### src/logic/can_pkg.sv
// CAN codec shared definitions
package can_pkg;

    // Field of the frame being sent or received
    typedef enum logic [4:0] {
        IDLE,
        SOF,
        ID_A,
        SRR,
        IDE,
        ID_B,
        RTR,
        R1,
        R0,
        DLC,
        DATA,
        CRC,
        CRC_DEL,
        ACK_SLOT,
        ACK_DEL,
        EOF,
        IFS
    } can_field_e;

    // Identifier word, read as extended or as standard
    typedef union packed {
        struct packed {
            logic [10:0] base;
            logic [17:0] extn;
        } ext_view;
        struct packed {
            logic [17:0] pad;
            logic [10:0] sid;
        } std_view;
    } can_id_u;

    localparam logic [14:0] CRC_POLY = 15'h4599;
    localparam int STUFF_LIMIT = 5;
    localparam int EOF_BITS    = 7;
    localparam int IFS_BITS    = 3;
    localparam int IDLE_BITS   = 11;
    localparam int MAX_BYTES   = 8;

endpackage

### src/logic/can_frame_if.sv
// CAN frame handshake interface
`timescale 1ns/100ps

interface can_frame_if;
    import can_pkg::*;

    logic        req;
    logic        ack;
    can_id_u     id;
    logic        rtr;
    logic [3:0]  dlc;
    // Byte 0 in the top byte
    logic [63:0] data;

    modport sender (
        output req, id, rtr, dlc, data,
        input  ack
    );

    modport receiver (
        input  req, id, rtr, dlc, data,
        output ack
    );

endinterface

### src/logic/can_crc15.sv
// Serial CRC-15 register
`timescale 1ns/100ps

module can_crc15 (
    input  logic        clk,
    input  logic        rst_n,
    input  logic        init,
    input  logic        en,
    input  logic        bit_in,
    output logic [14:0] crc
);
    import can_pkg::*;

    logic feedback;

    assign feedback = bit_in ^ crc[14];

    always_ff @(posedge clk or negedge rst_n) begin
        if (!rst_n) begin
            crc <= '0;
        end else if (init) begin
            crc <= '0;
        end else if (en) begin
            // Shift left, fold in the polynomial on a mismatch
            crc <= {crc[13:0], 1'b0} ^ (feedback ? CRC_POLY : 15'h0000);
        end
    end

endmodule

### src/logic/can_tx.sv
// CAN frame transmitter
`timescale 1ns/100ps

module can_tx #(
    parameter bit ext_id = 1'b0
) (
    input  logic          clk,
    input  logic          rst_n,
    can_frame_if.receiver frame,
    output logic          can_tx
);
    import can_pkg::*;

    can_field_e  field;
    can_field_e  nxt_field;
    logic [5:0]  cnt;
    logic [5:0]  nxt_cnt;
    logic        last;
    logic        nxt_bit;
    logic [2:0]  run;
    logic        stuff;
    logic        in_frame;
    logic [3:0]  nbytes;
    logic [2:0]  last_byte;
    logic [14:0] crc;
    logic        crc_init;
    logic        crc_en;

    // Payload length in bytes, remote frames carry none
    assign nbytes    = frame.rtr ? 4'd0 :
                       (frame.dlc > 4'(MAX_BYTES)) ? 4'(MAX_BYTES) : frame.dlc;
    assign last_byte = 3'(4'(MAX_BYTES) - nbytes);

    // Counters run down, data stops at the last sent byte
    assign last = (field == DATA) ? (cnt == {last_byte, 3'b000}) : (cnt == 6'd0);

    // field and cnt describe the bit now on the line
    assign in_frame = field inside {[SOF:CRC_DEL]};
    assign stuff    = (field inside {[SOF:CRC]}) && (run == 3'(STUFF_LIMIT));

    always_comb begin
        nxt_field = field;
        nxt_cnt   = '0;
        if (!last) begin
            nxt_cnt = cnt - 6'd1;
        end else begin
            case (field)
                IDLE: if (frame.req && !frame.ack) nxt_field = SOF;
                SOF: begin
                    nxt_field = ID_A;
                    nxt_cnt   = 6'd10;
                end
                ID_A: nxt_field = ext_id ? SRR : RTR;
                SRR: nxt_field = IDE;
                IDE: begin
                    nxt_field = ext_id ? ID_B : R0;
                    nxt_cnt   = ext_id ? 6'd17 : 6'd0;
                end
                ID_B: nxt_field = RTR;
                // Standard frames put IDE after RTR
                RTR: nxt_field = ext_id ? R1 : IDE;
                R1: nxt_field = R0;
                R0: begin
                    nxt_field = DLC;
                    nxt_cnt   = 6'd3;
                end
                DLC: begin
                    nxt_field = (nbytes != 4'd0) ? DATA : CRC;
                    nxt_cnt   = (nbytes != 4'd0) ? 6'd63 : 6'd14;
                end
                DATA: begin
                    nxt_field = CRC;
                    nxt_cnt   = 6'd14;
                end
                CRC: nxt_field = CRC_DEL;
                CRC_DEL: nxt_field = ACK_SLOT;
                ACK_SLOT: nxt_field = ACK_DEL;
                ACK_DEL: begin
                    nxt_field = EOF;
                    nxt_cnt   = 6'(EOF_BITS - 1);
                end
                EOF: begin
                    nxt_field = IFS;
                    nxt_cnt   = 6'(IFS_BITS - 1);
                end
                default: nxt_field = IDLE;
            endcase
        end
    end

    // Line level of the next unstuffed bit
    always_comb begin
        case (nxt_field)
            SOF, R1, R0: nxt_bit = 1'b0;
            ID_A: nxt_bit = ext_id ? frame.id.ext_view.base[nxt_cnt[3:0]]
                                   : frame.id.std_view.sid[nxt_cnt[3:0]];
            SRR:  nxt_bit = 1'b1;
            IDE:  nxt_bit = ext_id;
            ID_B: nxt_bit = frame.id.ext_view.extn[nxt_cnt[4:0]];
            RTR:  nxt_bit = frame.rtr;
            DLC:  nxt_bit = frame.dlc[nxt_cnt[1:0]];
            DATA: nxt_bit = frame.data[nxt_cnt];
            CRC:  nxt_bit = crc[nxt_cnt[3:0]];
            default: nxt_bit = 1'b1;
        endcase
    end

    assign crc_init = (field == IDLE) && (nxt_field == IDLE);
    assign crc_en   = !stuff && (nxt_field inside {[SOF:DATA]});

    can_crc15 crc_i (
        .clk    (clk),
        .rst_n  (rst_n),
        .init   (crc_init),
        .en     (crc_en),
        .bit_in (nxt_bit),
        .crc    (crc)
    );

    always_ff @(posedge clk or negedge rst_n) begin
        if (!rst_n) begin
            field     <= IDLE;
            cnt       <= '0;
            run       <= '0;
            can_tx    <= 1'b1;
            frame.ack <= 1'b0;
        end else begin
            if (stuff) begin
                // Complement, counters hold for this cycle
                can_tx <= !can_tx;
                run    <= 3'd1;
            end else begin
                field  <= nxt_field;
                cnt    <= nxt_cnt;
                can_tx <= nxt_bit;
                if (nxt_bit != can_tx) begin
                    run <= 3'd1;
                end else if (run != 3'd7) begin
                    run <= run + 3'd1;
                end
            end
            if (field == IFS && nxt_field == IDLE) begin
                frame.ack <= 1'b1;
            end else if (!frame.req) begin
                frame.ack <= 1'b0;
            end
        end
    end

    a_ack_after_req: assert property (@(posedge clk) disable iff (!rst_n)
        $rose(frame.ack) |-> frame.req);

    // No run of six equal line bits inside the stuffed part
    a_no_six_equal: assert property (@(posedge clk) disable iff (!rst_n)
        in_frame && $past(in_frame, 5) |->
            !({can_tx, $past(can_tx, 1), $past(can_tx, 2), $past(can_tx, 3),
               $past(can_tx, 4), $past(can_tx, 5)} inside {6'h00, 6'h3f}));

endmodule

### src/logic/can_rx.sv
// CAN frame receiver
`timescale 1ns/100ps

module can_rx #(
    parameter bit ext_id = 1'b0
) (
    input  logic        clk,
    input  logic        rst_n,
    input  logic        can_rx,
    can_frame_if.sender frame,
    output logic        crc_err
);
    import can_pkg::*;

    can_field_e  field;
    can_field_e  nxt_field;
    logic [5:0]  cnt;
    logic [5:0]  nxt_cnt;
    logic        last;
    logic [3:0]  idle_cnt;
    logic        armed;
    logic        start;
    logic        destuff;
    logic        take;
    logic        zone;
    logic [2:0]  run;
    logic        last_bit;
    logic [3:0]  dlc_now;
    logic [3:0]  nbytes;
    logic [2:0]  last_byte;
    logic [14:0] crc_rx;
    logic [14:0] crc;
    logic        crc_init;
    logic        crc_en;

    assign armed   = idle_cnt == 4'(IDLE_BITS);
    // A frame still waiting for the host blocks the next SOF
    assign start   = (field == IDLE) && armed && !can_rx && !frame.req && !frame.ack;
    assign destuff = (field != IDLE) && zone && (run == 3'(STUFF_LIMIT));
    assign take    = (field != IDLE) && !destuff;

    // Last DLC bit is still on the line when the length is needed
    assign dlc_now   = (field == DLC) ? {frame.dlc[3:1], can_rx} : frame.dlc;
    assign nbytes    = frame.rtr ? 4'd0 :
                       (dlc_now > 4'(MAX_BYTES)) ? 4'(MAX_BYTES) : dlc_now;
    assign last_byte = 3'(4'(MAX_BYTES) - nbytes);
    assign last      = (field == DATA) ? (cnt == {last_byte, 3'b000}) : (cnt == 6'd0);

    // field and cnt name the next expected bit
    always_comb begin
        nxt_field = field;
        nxt_cnt   = '0;
        if (!last) begin
            nxt_cnt = cnt - 6'd1;
        end else begin
            case (field)
                ID_A: nxt_field = ext_id ? SRR : RTR;
                SRR: nxt_field = IDE;
                IDE: begin
                    nxt_field = ext_id ? ID_B : R0;
                    nxt_cnt   = ext_id ? 6'd17 : 6'd0;
                end
                ID_B: nxt_field = RTR;
                RTR: nxt_field = ext_id ? R1 : IDE;
                R1: nxt_field = R0;
                R0: begin
                    nxt_field = DLC;
                    nxt_cnt   = 6'd3;
                end
                DLC: begin
                    nxt_field = (nbytes != 4'd0) ? DATA : CRC;
                    nxt_cnt   = (nbytes != 4'd0) ? 6'd63 : 6'd14;
                end
                DATA: begin
                    nxt_field = CRC;
                    nxt_cnt   = 6'd14;
                end
                CRC: nxt_field = CRC_DEL;
                CRC_DEL: nxt_field = ACK_SLOT;
                ACK_SLOT: nxt_field = ACK_DEL;
                default: nxt_field = IDLE;
            endcase
        end
    end

    assign crc_init = (field == IDLE) && !start;
    assign crc_en   = start || (take && (field inside {[ID_A:DATA]}));

    can_crc15 crc_i (
        .clk    (clk),
        .rst_n  (rst_n),
        .init   (crc_init),
        .en     (crc_en),
        .bit_in (can_rx),
        .crc    (crc)
    );

    always_ff @(posedge clk or negedge rst_n) begin
        if (!rst_n) begin
            field     <= IDLE;
            cnt       <= '0;
            zone      <= 1'b0;
            run       <= '0;
            last_bit  <= 1'b1;
            idle_cnt  <= 4'(IDLE_BITS);
            frame.req <= 1'b0;
            crc_err   <= 1'b0;
        end else begin
            // Idle counting goes on even while a frame is pending
            if (!can_rx) begin
                idle_cnt <= '0;
            end else if (!armed) begin
                idle_cnt <= idle_cnt + 4'd1;
            end
            if (frame.req && frame.ack) begin
                frame.req <= 1'b0;
            end

            if (start) begin
                field    <= ID_A;
                cnt      <= 6'd10;
                zone     <= 1'b1;
                run      <= 3'd1;
                last_bit <= 1'b0;
            end else if (destuff) begin
                run      <= 3'd1;
                last_bit <= can_rx;
                // sixth equal bit is a stuff error
                if (can_rx == last_bit) begin
                    field    <= IDLE;
                    zone     <= 1'b0;
                    idle_cnt <= '0;
                end
            end else if (take) begin
                field    <= nxt_field;
                cnt      <= nxt_cnt;
                zone     <= field inside {[ID_A:CRC]};
                last_bit <= can_rx;
                if (can_rx != last_bit) begin
                    run <= 3'd1;
                end else if (run != 3'd7) begin
                    run <= run + 3'd1;
                end
                // Wrong identifier format drops the frame
                if (field == IDE && can_rx != ext_id) begin
                    field    <= IDLE;
                    zone     <= 1'b0;
                    idle_cnt <= '0;
                end
                if (field == ACK_DEL) begin
                    frame.req <= 1'b1;
                    crc_err   <= crc_rx != crc;
                end
            end
        end
    end

    // Holding registers, cleared at SOF so unused bytes read zero
    always_ff @(posedge clk) begin
        if (start) begin
            frame.id   <= '0;
            frame.rtr  <= 1'b0;
            frame.dlc  <= '0;
            frame.data <= '0;
        end else if (take) begin
            case (field)
                ID_A: begin
                    if (ext_id) begin
                        frame.id.ext_view.base[cnt[3:0]] <= can_rx;
                    end else begin
                        frame.id.std_view.sid[cnt[3:0]] <= can_rx;
                    end
                end
                ID_B: frame.id.ext_view.extn[cnt[4:0]] <= can_rx;
                RTR:  frame.rtr <= can_rx;
                DLC:  frame.dlc[cnt[1:0]] <= can_rx;
                DATA: frame.data[cnt] <= can_rx;
                CRC:  crc_rx[cnt[3:0]] <= can_rx;
                default: ;
            endcase
        end
    end

    a_req_held: assert property (@(posedge clk) disable iff (!rst_n)
        frame.req && !frame.ack |=> frame.req);

    a_fields_stable: assert property (@(posedge clk) disable iff (!rst_n)
        frame.req && $past(frame.req) |->
            $stable(frame.id) && $stable(frame.dlc) && $stable(frame.data));

endmodule

### src/logic/can_codec.sv
// CAN frame codec top level
`timescale 1ns/100ps

module can_codec #(
    parameter bit ext_id = 1'b0
) (
    input  logic        clk,
    input  logic        rst_n,
    input  logic        tx_req,
    input  logic [28:0] tx_id,
    input  logic        tx_rtr,
    input  logic [3:0]  tx_dlc,
    input  logic [63:0] tx_data,
    input  logic        can_rx,
    input  logic        rx_ack,
    output logic        tx_ack,
    output logic        can_tx,
    output logic        rx_req,
    output logic [28:0] rx_id,
    output logic        rx_rtr,
    output logic [3:0]  rx_dlc,
    output logic [63:0] rx_data,
    output logic        rx_crc_err
);

    can_frame_if tx_frame ();
    can_frame_if rx_frame ();

    // Host side of the transmit handshake
    assign tx_frame.req  = tx_req;
    assign tx_frame.id   = tx_id;
    assign tx_frame.rtr  = tx_rtr;
    assign tx_frame.dlc  = tx_dlc;
    assign tx_frame.data = tx_data;
    assign tx_ack        = tx_frame.ack;

    can_tx #(.ext_id(ext_id)) tx_i (
        .clk    (clk),
        .rst_n  (rst_n),
        .frame  (tx_frame.receiver),
        .can_tx (can_tx)
    );

    can_rx #(.ext_id(ext_id)) rx_i (
        .clk     (clk),
        .rst_n   (rst_n),
        .can_rx  (can_rx),
        .frame   (rx_frame.sender),
        .crc_err (rx_crc_err)
    );

    // Host side of the receive handshake
    assign rx_req       = rx_frame.req;
    assign rx_id        = rx_frame.id;
    assign rx_rtr       = rx_frame.rtr;
    assign rx_dlc       = rx_frame.dlc;
    assign rx_data      = rx_frame.data;
    assign rx_frame.ack = rx_ack;

endmodule

### config.mk
export PLATFORM = sky130hd
export DESIGN_NAME = can_codec
export DESIGN_NICKNAME = d
export VERILOG_FILES = /design/src/logic/can_pkg.sv /design/src/logic/can_frame_if.sv /design/src/logic/can_crc15.sv /design/src/logic/can_tx.sv /design/src/logic/can_rx.sv /design/src/logic/can_codec.sv
export SDC_FILE = /design/constraint.sdc
export NUM_CORES = 1
export LEC_CHECK = 0
export ABC_AREA = 0
export BUFFER_PORTS_ARGS = -buffer_cell sky130_fd_sc_hd__buf_4
export CAP_MARGIN = 20
export CORE_MARGIN = 10
export CORE_UTILIZATION = 56
export DETAILED_ROUTE_END_ITERATION = 8
export GPL_ROUTABILITY_DRIVEN = 0
export PLACE_DENSITY = 0.91
export SLEW_MARGIN = 15
export SYNTH_ARGS = -nofsm -noshare
export SYNTH_HDL_FRONTEND = slang
export SYNTH_HIERARCHICAL = 1
export SYNTH_SLANG_ARGS = --single-unit
### constraint.sdc
create_clock -name clk -period 4.9 [get_ports clk]
set_input_delay 0.735 -clock clk [delete_from_list [all_inputs] [get_ports clk]]
set_output_delay 0.735 -clock clk [all_outputs]
set_load 0.01 [all_outputs]
Word level (Yosys, flattened, before mapping)
Index checks and enable logic that the tools add are counted.
{"block": "word_totals", "output_inout_bits": 102, "elab_cells": 265, "reg_bits": 170, "inputBits": 103}
{"block": "op_classes", "n_reduce_logical": 67, "n_bitwise": 6, "n_mux": 90, "n_lt_le_gt_ge": 21, "n_eq_ne": 53, "add_sub_neg": 7}
{"operator": "$eq A5 B4 Y1 const B", "count": 19}
{"operator": "$mux W15", "count": 6}
{"operator": "$pmux W5 S13", "count": 1}
{"operator": "$bwmux W64", "count": 1}
{"operator": "$eq A5 B3 Y1 const B", "count": 12}
{"operator": "$pmux W5 S9", "count": 1}
{"operator": "$mux W4", "count": 11}
{"operator": "$mux W6", "count": 7}
{"operator": "$mux W5", "count": 8}
{"operator": "$pmux W6 S6", "count": 1}
{"operator": "$mux W1", "count": 30}
{"operator": "$xor A15 B15 Y15", "count": 2}
{"operator": "$eq A5 B2 Y1 const B", "count": 5}
{"operator": "$logic_and A1 B1 Y1", "count": 24}
{"operator": "$mux W3", "count": 8}
{"operator": "$pmux W11 S2", "count": 1}
{"operator": "$le A5 B4 Y1 const B", "count": 4}
{"operator": "$bwmux W18", "count": 1}
{"operator": "$pmux W6 S3", "count": 1}
{"operator": "$reduce_and A2 Y1", "count": 8}
{"operator": "$reduce_bool A4 Y1", "count": 4}
{"operator": "$bwmux W15", "count": 1}
{"operator": "$ge A5 B1 Y1 const B", "count": 3}
{"operator": "$logic_not A5 Y1", "count": 3}
{"operator": "other kinds (47)", "count": 82}

Longest topological paths before layout
{"block": "depth", "word_depth": 15, "mapped_depth": 18, "ltp_nobuf": 17}

Cells and area by module
Netlist, hierarchy kept.
{"module": "can_rx", "area_per_inst_um2": 6085.8, "cells_per_inst": 709, "instances": 1, "seq_area_each_um2": 2722.6}
{"module": "can_tx", "area_per_inst_um2": 2882.8, "cells_per_inst": 375, "instances": 1, "seq_area_each_um2": 401.6}
{"module": "can_crc15", "area_per_inst_um2": 725.7, "cells_per_inst": 70, "instances": 2, "seq_area_each_um2": 375.4}

Worst setup path before layout
OpenSTA, ideal clock, no wires.
{"block": "synth_timing", "kind": "input -> register", "from": "in tx_dlc[3]", "to": "reg tx_i.crc_i.crc[4]", "path_stages": 18, "setup_slack_ns": 0.230, "arrival_time_ns": 4.554, "required_ns": 4.784, "setup_ns": 0.116, "n_path_buf": 2, "cell_sequence": "nor3b_1 > inv_1 > ha_1 > xor2_1 > or4_4 > or3_1 > buf_6 > nand3_2 > buf_2 > mux2i_1 > mux2i_1 > o22a_1 > o311a_1 > a311oi_4 > inv_1 > xnor2_1 > nand4b_1 > o311ai_0"}
{"block": "synth_between", "elab_chain_len": 15, "elab_cells_between_ends": 47, "cone_classes": "add/sub (1); order compare (3); eq/ne (11); mux (23); bitwise (2); reduce/logical (7)"}
{"item": "start, declared", "line": "can_codec.sv:12", "rtl": "input logic [3:0] tx_dlc,"}
{"item": "$gt A4 B4 Y1", "line": "can_tx.sv:31", "rtl": "(frame.dlc > 4'(MAX_BYTES)) ? 4'(MAX_BYTES) : frame.dlc;"}
{"item": "$mux W4", "line": "can_tx.sv:31"}
{"item": "$mux W4", "line": "can_tx.sv:30", "rtl": "assign nbytes = frame.rtr ? 4'd0 :"}
{"item": "$sub A1 B3 Y3 / $reduce_bool A4 Y1 (equally long branches)", "line": "can_tx.sv:32, can_tx.sv:68, can_tx.sv:69"}
{"item": "$eq A6 B6 Y1, or another cell as far along", "line": "can_tx.sv:35", "rtl": "assign last = (field == DATA) ? (cnt == {last_byte, 3'b000}) : (cnt == 6'd0);"}
{"item": "$mux W1, or another cell as far along", "line": "can_tx.sv:35"}
{"item": "$mux W6 / $mux W5 (equally long branches)", "line": "can_tx.sv:44", "rtl": "if (!last) begin"}
{"item": "$bmux W1 S6, or another cell as far along", "line": "can_tx.sv:102", "rtl": "DATA: nxt_bit = frame.data[nxt_cnt];"}
{"item": "$mux W1 (not written as such), or another cell as far along", "line": "can_tx.sv:102"}
{"item": "$pmux W1 S7 (*)", "line": "can_tx.sv:93", "rtl": "case (nxt_field)"}
{"item": "via tx_i.nxt_bit", "line": "can_tx.sv:19", "rtl": "logic nxt_bit;"}
{"item": "$xor A1 B1 Y1 (*)", "line": "can_crc15.sv:16", "rtl": "assign feedback = bit_in ^ crc[14];"}
{"item": "$mux W15 (*)", "line": "can_crc15.sv:25", "rtl": "crc <= {crc[13:0], 1'b0} ^ (feedback ? CRC_POLY : 15'h0000);"}
{"item": "$xor A15 B15 Y15 (*)", "line": "can_crc15.sv:25"}
{"item": "$mux W15 (*)", "line": "can_crc15.sv:23", "rtl": "end else if (en) begin"}
{"item": "$mux W15 (*)", "line": "can_crc15.sv:21", "rtl": "end else if (init) begin"}
{"item": "end signal, assigned", "line": "can_crc15.sv:25"}
{"item": "end, declared", "line": "can_crc15.sv:10", "rtl": "output logic [14:0] crc"}
Mark *: on every way through the listed nets, which the timed path passes. The rest lies on a longest branch. The select of a mux whose other input is x is not followed.
A chain may end at the register's enable or synchronous reset.

Worst setup path after layout
Ends and elaborated chain as after synthesis.

==> flow_metrics.tcl <==
set metrics [dict create \
    start_util_pct 57.4 \
    ios 205 \
    rr_endpoint "tx_i/crc_i/crc[4]" \
    cellPowerDensity_mw_per_mm2 596 \
    r2r_slack_ps 290 \
    hold_viol 0 \
    postSynthCellCount 1224 \
    antenna_left 0 \
    grt_pass1_vias 9959 \
    post-route-min-period_ps 4730 \
    layout_commonest_cell "buf_4" \
    relSlewSlack_pct 23.2 \
    rows 49 \
    area_growth_pct 22.1 \
    worstPathMaxFanout 11 \
    firstDrtPassIters 5 \
    grt_pass1_wl_um 50100 \
    setup-violations-final 0 \
    fin_cells 1632 \
    status "finished, final reports clean" \
    cap_viol_max_count 0 \
    clock_path_buffers 2 \
    postLayoutCellArea_sq_mm 0.0127 \
    clock_skew_ps 6.36 \
    drtIter0Drc 1065 \
    placed_area_sq_mm 0.0121 \
    clock-sinks 169 \
    tightest_slew_ps 1150 \
    io_buffers 182 \
    arrival_ps 5020 \
    fin_crit_sh_pct 96.4 \
    cts_buffers 17 \
    crit-reg2reg-launch "tx_i/cnt[2]" \
    wl_um 31900 \
    synth.avg_cell_area_sq_um 8.51 \
    synth_edf_count 15 \
    cts_setup_buffers 0 \
    synth.distinct_cells 93 \
    power_mw 7.59 \
    yosysWarningCount 6 \
    setup_tns_ps 0 \
    dp_cells 1599 \
    grtUsageMet2_pct 41.4 \
    vias_per_cell 6.22 \
    critical_path_class "in2reg" \
    drv_slew 0 \
    grt_remaining_overflow 0 \
    leakage_nw 5.52 \
    globalRouteMet3Util_pct 8.77 \
    postLayoutCoreUtil_pct 70.1 \
    seq_area_frac_synth_pct 37.2 \
    busiest_layer "met2" \
    layout-drive-gt1-share_pct 22.5 \
    synthFlopType "dfxtp_1" \
    coreArea_sq_mm 0.0181 \
    grt_use_met1_pct 29.1 \
    vias 10200 \
    min_path_type "in2async" \
    wl_per_cell_um 19.5 \
    peakVddDrop_mv 0.348 \
    antenna_found_initial 0 \
    antennaDiodeCount 0 \
    die_x_um 156 \
    ys_ff_latch 169 \
    grt_max_degree 68 \
    cts_root_buf "clkbuf_16" \
    async_flop_share_pct 39.6 \
    most-common-layout-cells "buf_4, nor2_1, nand2_1" \
    cp-start-kind "input pin" \
    cp.required_ps 5200 \
    timing.fmax_ghz 0.212 \
    rsz0062_at_grt "false" \
    grt_usage_pct 24.8 \
    hpwl_um 22500 \
    cts_htree_levels 4 \
    crit_path_end_kind "flop" \
    r2r_cells 15 \
    synth_area_sq_mm 0.0104 \
    dieArea_sq_mm 0.0245 \
    clk_pin_slew_worst_paths_ps 70 \
    tritoncts "done" \
    drc_errors 0 \
    clock_latency_ps 430 \
    fin_nets 1508 \
    die_y_um 156 \
]
## critical path, cell delays in order
cell and delay, ps:
buf_4 110, nor3b_1 240, inv_1 70, ha_1 320, xor2_1 180, or4_4 420
or3_1 380, a21o_1 290, buf_4 230, buf_4 150, mux2i_1 210, mux2i_1 120
o221ai_1 190, o211ai_1 180, a311oi_4 370, inv_1 180, xnor2_2 340, nand4b_1 160
o311ai_0 130
## cell families (layout without fill, tap and decap cells)
| group | Yosys count | in the layout | synth area share, % |
|---|---|---|---|
| compound gates | 218 | 218 | 15.0 |
| mux | 124 | 124 | 12.1 |
| flops | 169 | 169 | 37.2 |
| other cells | 1 | 11 | 0.0360 |
| buf+inv | 132 | 301 | 5.96 |
| simple gates | 528 | 528 | 24.8 |
| fa+ha+maj | 15 | 15 | 1.80 |
| xor+xnor | 37 | 37 | 3.11 |
## cell type report
cell class,instances,area [sq um]
multi-input cells,933,5980
fillers,1248,5420
flip-flops and latches,169,3870
repair buffers,237,1820
clock buffers,17,425
well taps,229,287
clock inverters,15,215
inverters,32,120
## what timing repair did
action	CTS	global route
gates resized for setup	0	1
hold buffers	0	0
endpoints found under the setup margin	0	5
## power breakdown
part / switching (mW) / internal [mW]
sequential: 0.521 / 1.72
combinational: 2.16 / 1.73
clock: 0.587 / 0.864
total: 3.27 / 4.32
## how the worst max path moves through the flow
stage | start | endpoint | depth (start not counted)
global route | tx_dlc[3] | tx_i/crc_i/crc[10] | 20
global placement | tx_dlc[3] | tx_i/crc_i/crc[10] | 19
finish | tx_dlc[3] | tx_i/crc_i/crc[4] | 19
CTS | tx_dlc[3] | tx_i/crc_i/crc[4] | 19
detailed placement | tx_dlc[3] | tx_i/crc_i/crc[8] | 19
floorplan | tx_dlc[3] | tx_i/crc_i/crc[4] | 18
## registers in the layout, indices dropped and copies added (netlist names), 3 cells and up
signal / count
rx_i/cnt: 6
rx_i/crc_i/crc: 15
rx_i/crc_rx: 15
rx_i/field: 4
rx_i/frame.data: 64
rx_i/frame.dlc: 4
rx_i/frame.id: 18
rx_i/idle_cnt: 4
rx_i/run: 3
tx_i/cnt: 6
tx_i/crc_i/crc: 15
tx_i/field: 5
tx_i/run: 3
## metal layers
| metal | up-vias | routed length [um] |
|---|---|---|
| met5 | - | 0 |
| met4 | 0 | 627 |
| met3 | 69 | 3630 |
| met2 | 565 | 15500 |
| met1 | 4846 | 12100 |
| li1 | 4671 | - |
## through the flow
step / hold WS [ps] / worst slack [ps]
2_1_floorplan: 439 / 230
3_3_place_gp: 443 / -95.3
3_5_place_dp: 450 / -270
4_1_cts: 438 / 127
5_1_grt: 474 / 17.3
6_report: 404 / 175
## synth_stat cells (all sizes together), types with 4 or more instances
| cell type | n | area share, % |
|---|---|---|
| or4 | 7 | 0.58 |
| and3 | 6 | 0.36 |
| nand2b | 13 | 0.78 |
| clkbuf | 44 | 1.6 |
| inv | 32 | 1.2 |
| nor2 | 183 | 6.6 |
| o22ai | 5 | 0.30 |
| mux2i | 119 | 11 |
| or3 | 4 | 0.24 |
| a211oi | 17 | 1.4 |
| and2 | 7 | 0.42 |
| a21oi | 65 | 3.3 |
| dfstp | 5 | 1.3 |
| nand3 | 69 | 3.4 |
| nand4b | 13 | 1.1 |
| nor3b | 13 | 1.1 |
| mux2 | 5 | 0.61 |
| or3b | 5 | 0.44 |
| ha | 15 | 1.8 |
| a32oi | 6 | 0.58 |
| o311ai | 13 | 1.1 |
| o211ai | 10 | 0.77 |
| xor2 | 13 | 1.1 |
| a31oi | 5 | 0.44 |
| nand3b | 5 | 0.36 |
| nor3 | 25 | 1.2 |
| nor4 | 15 | 1.1 |
| dfxtp | 87 | 17 |
| nand4 | 9 | 0.54 |
| nand2 | 130 | 4.7 |
| buf | 56 | 3.2 |
| xnor2 | 24 | 2.0 |
| nor2b | 10 | 0.60 |
| a21o | 9 | 0.65 |
| dfrtp | 62 | 15 |
| a22oi | 4 | 0.29 |
| o221ai | 8 | 0.67 |
| o21ai | 31 | 1.5 |
| edfxtp | 15 | 4.3 |
| a211o | 5 | 0.42 |
No activity file was read; power rests on OpenSTA's default activity.
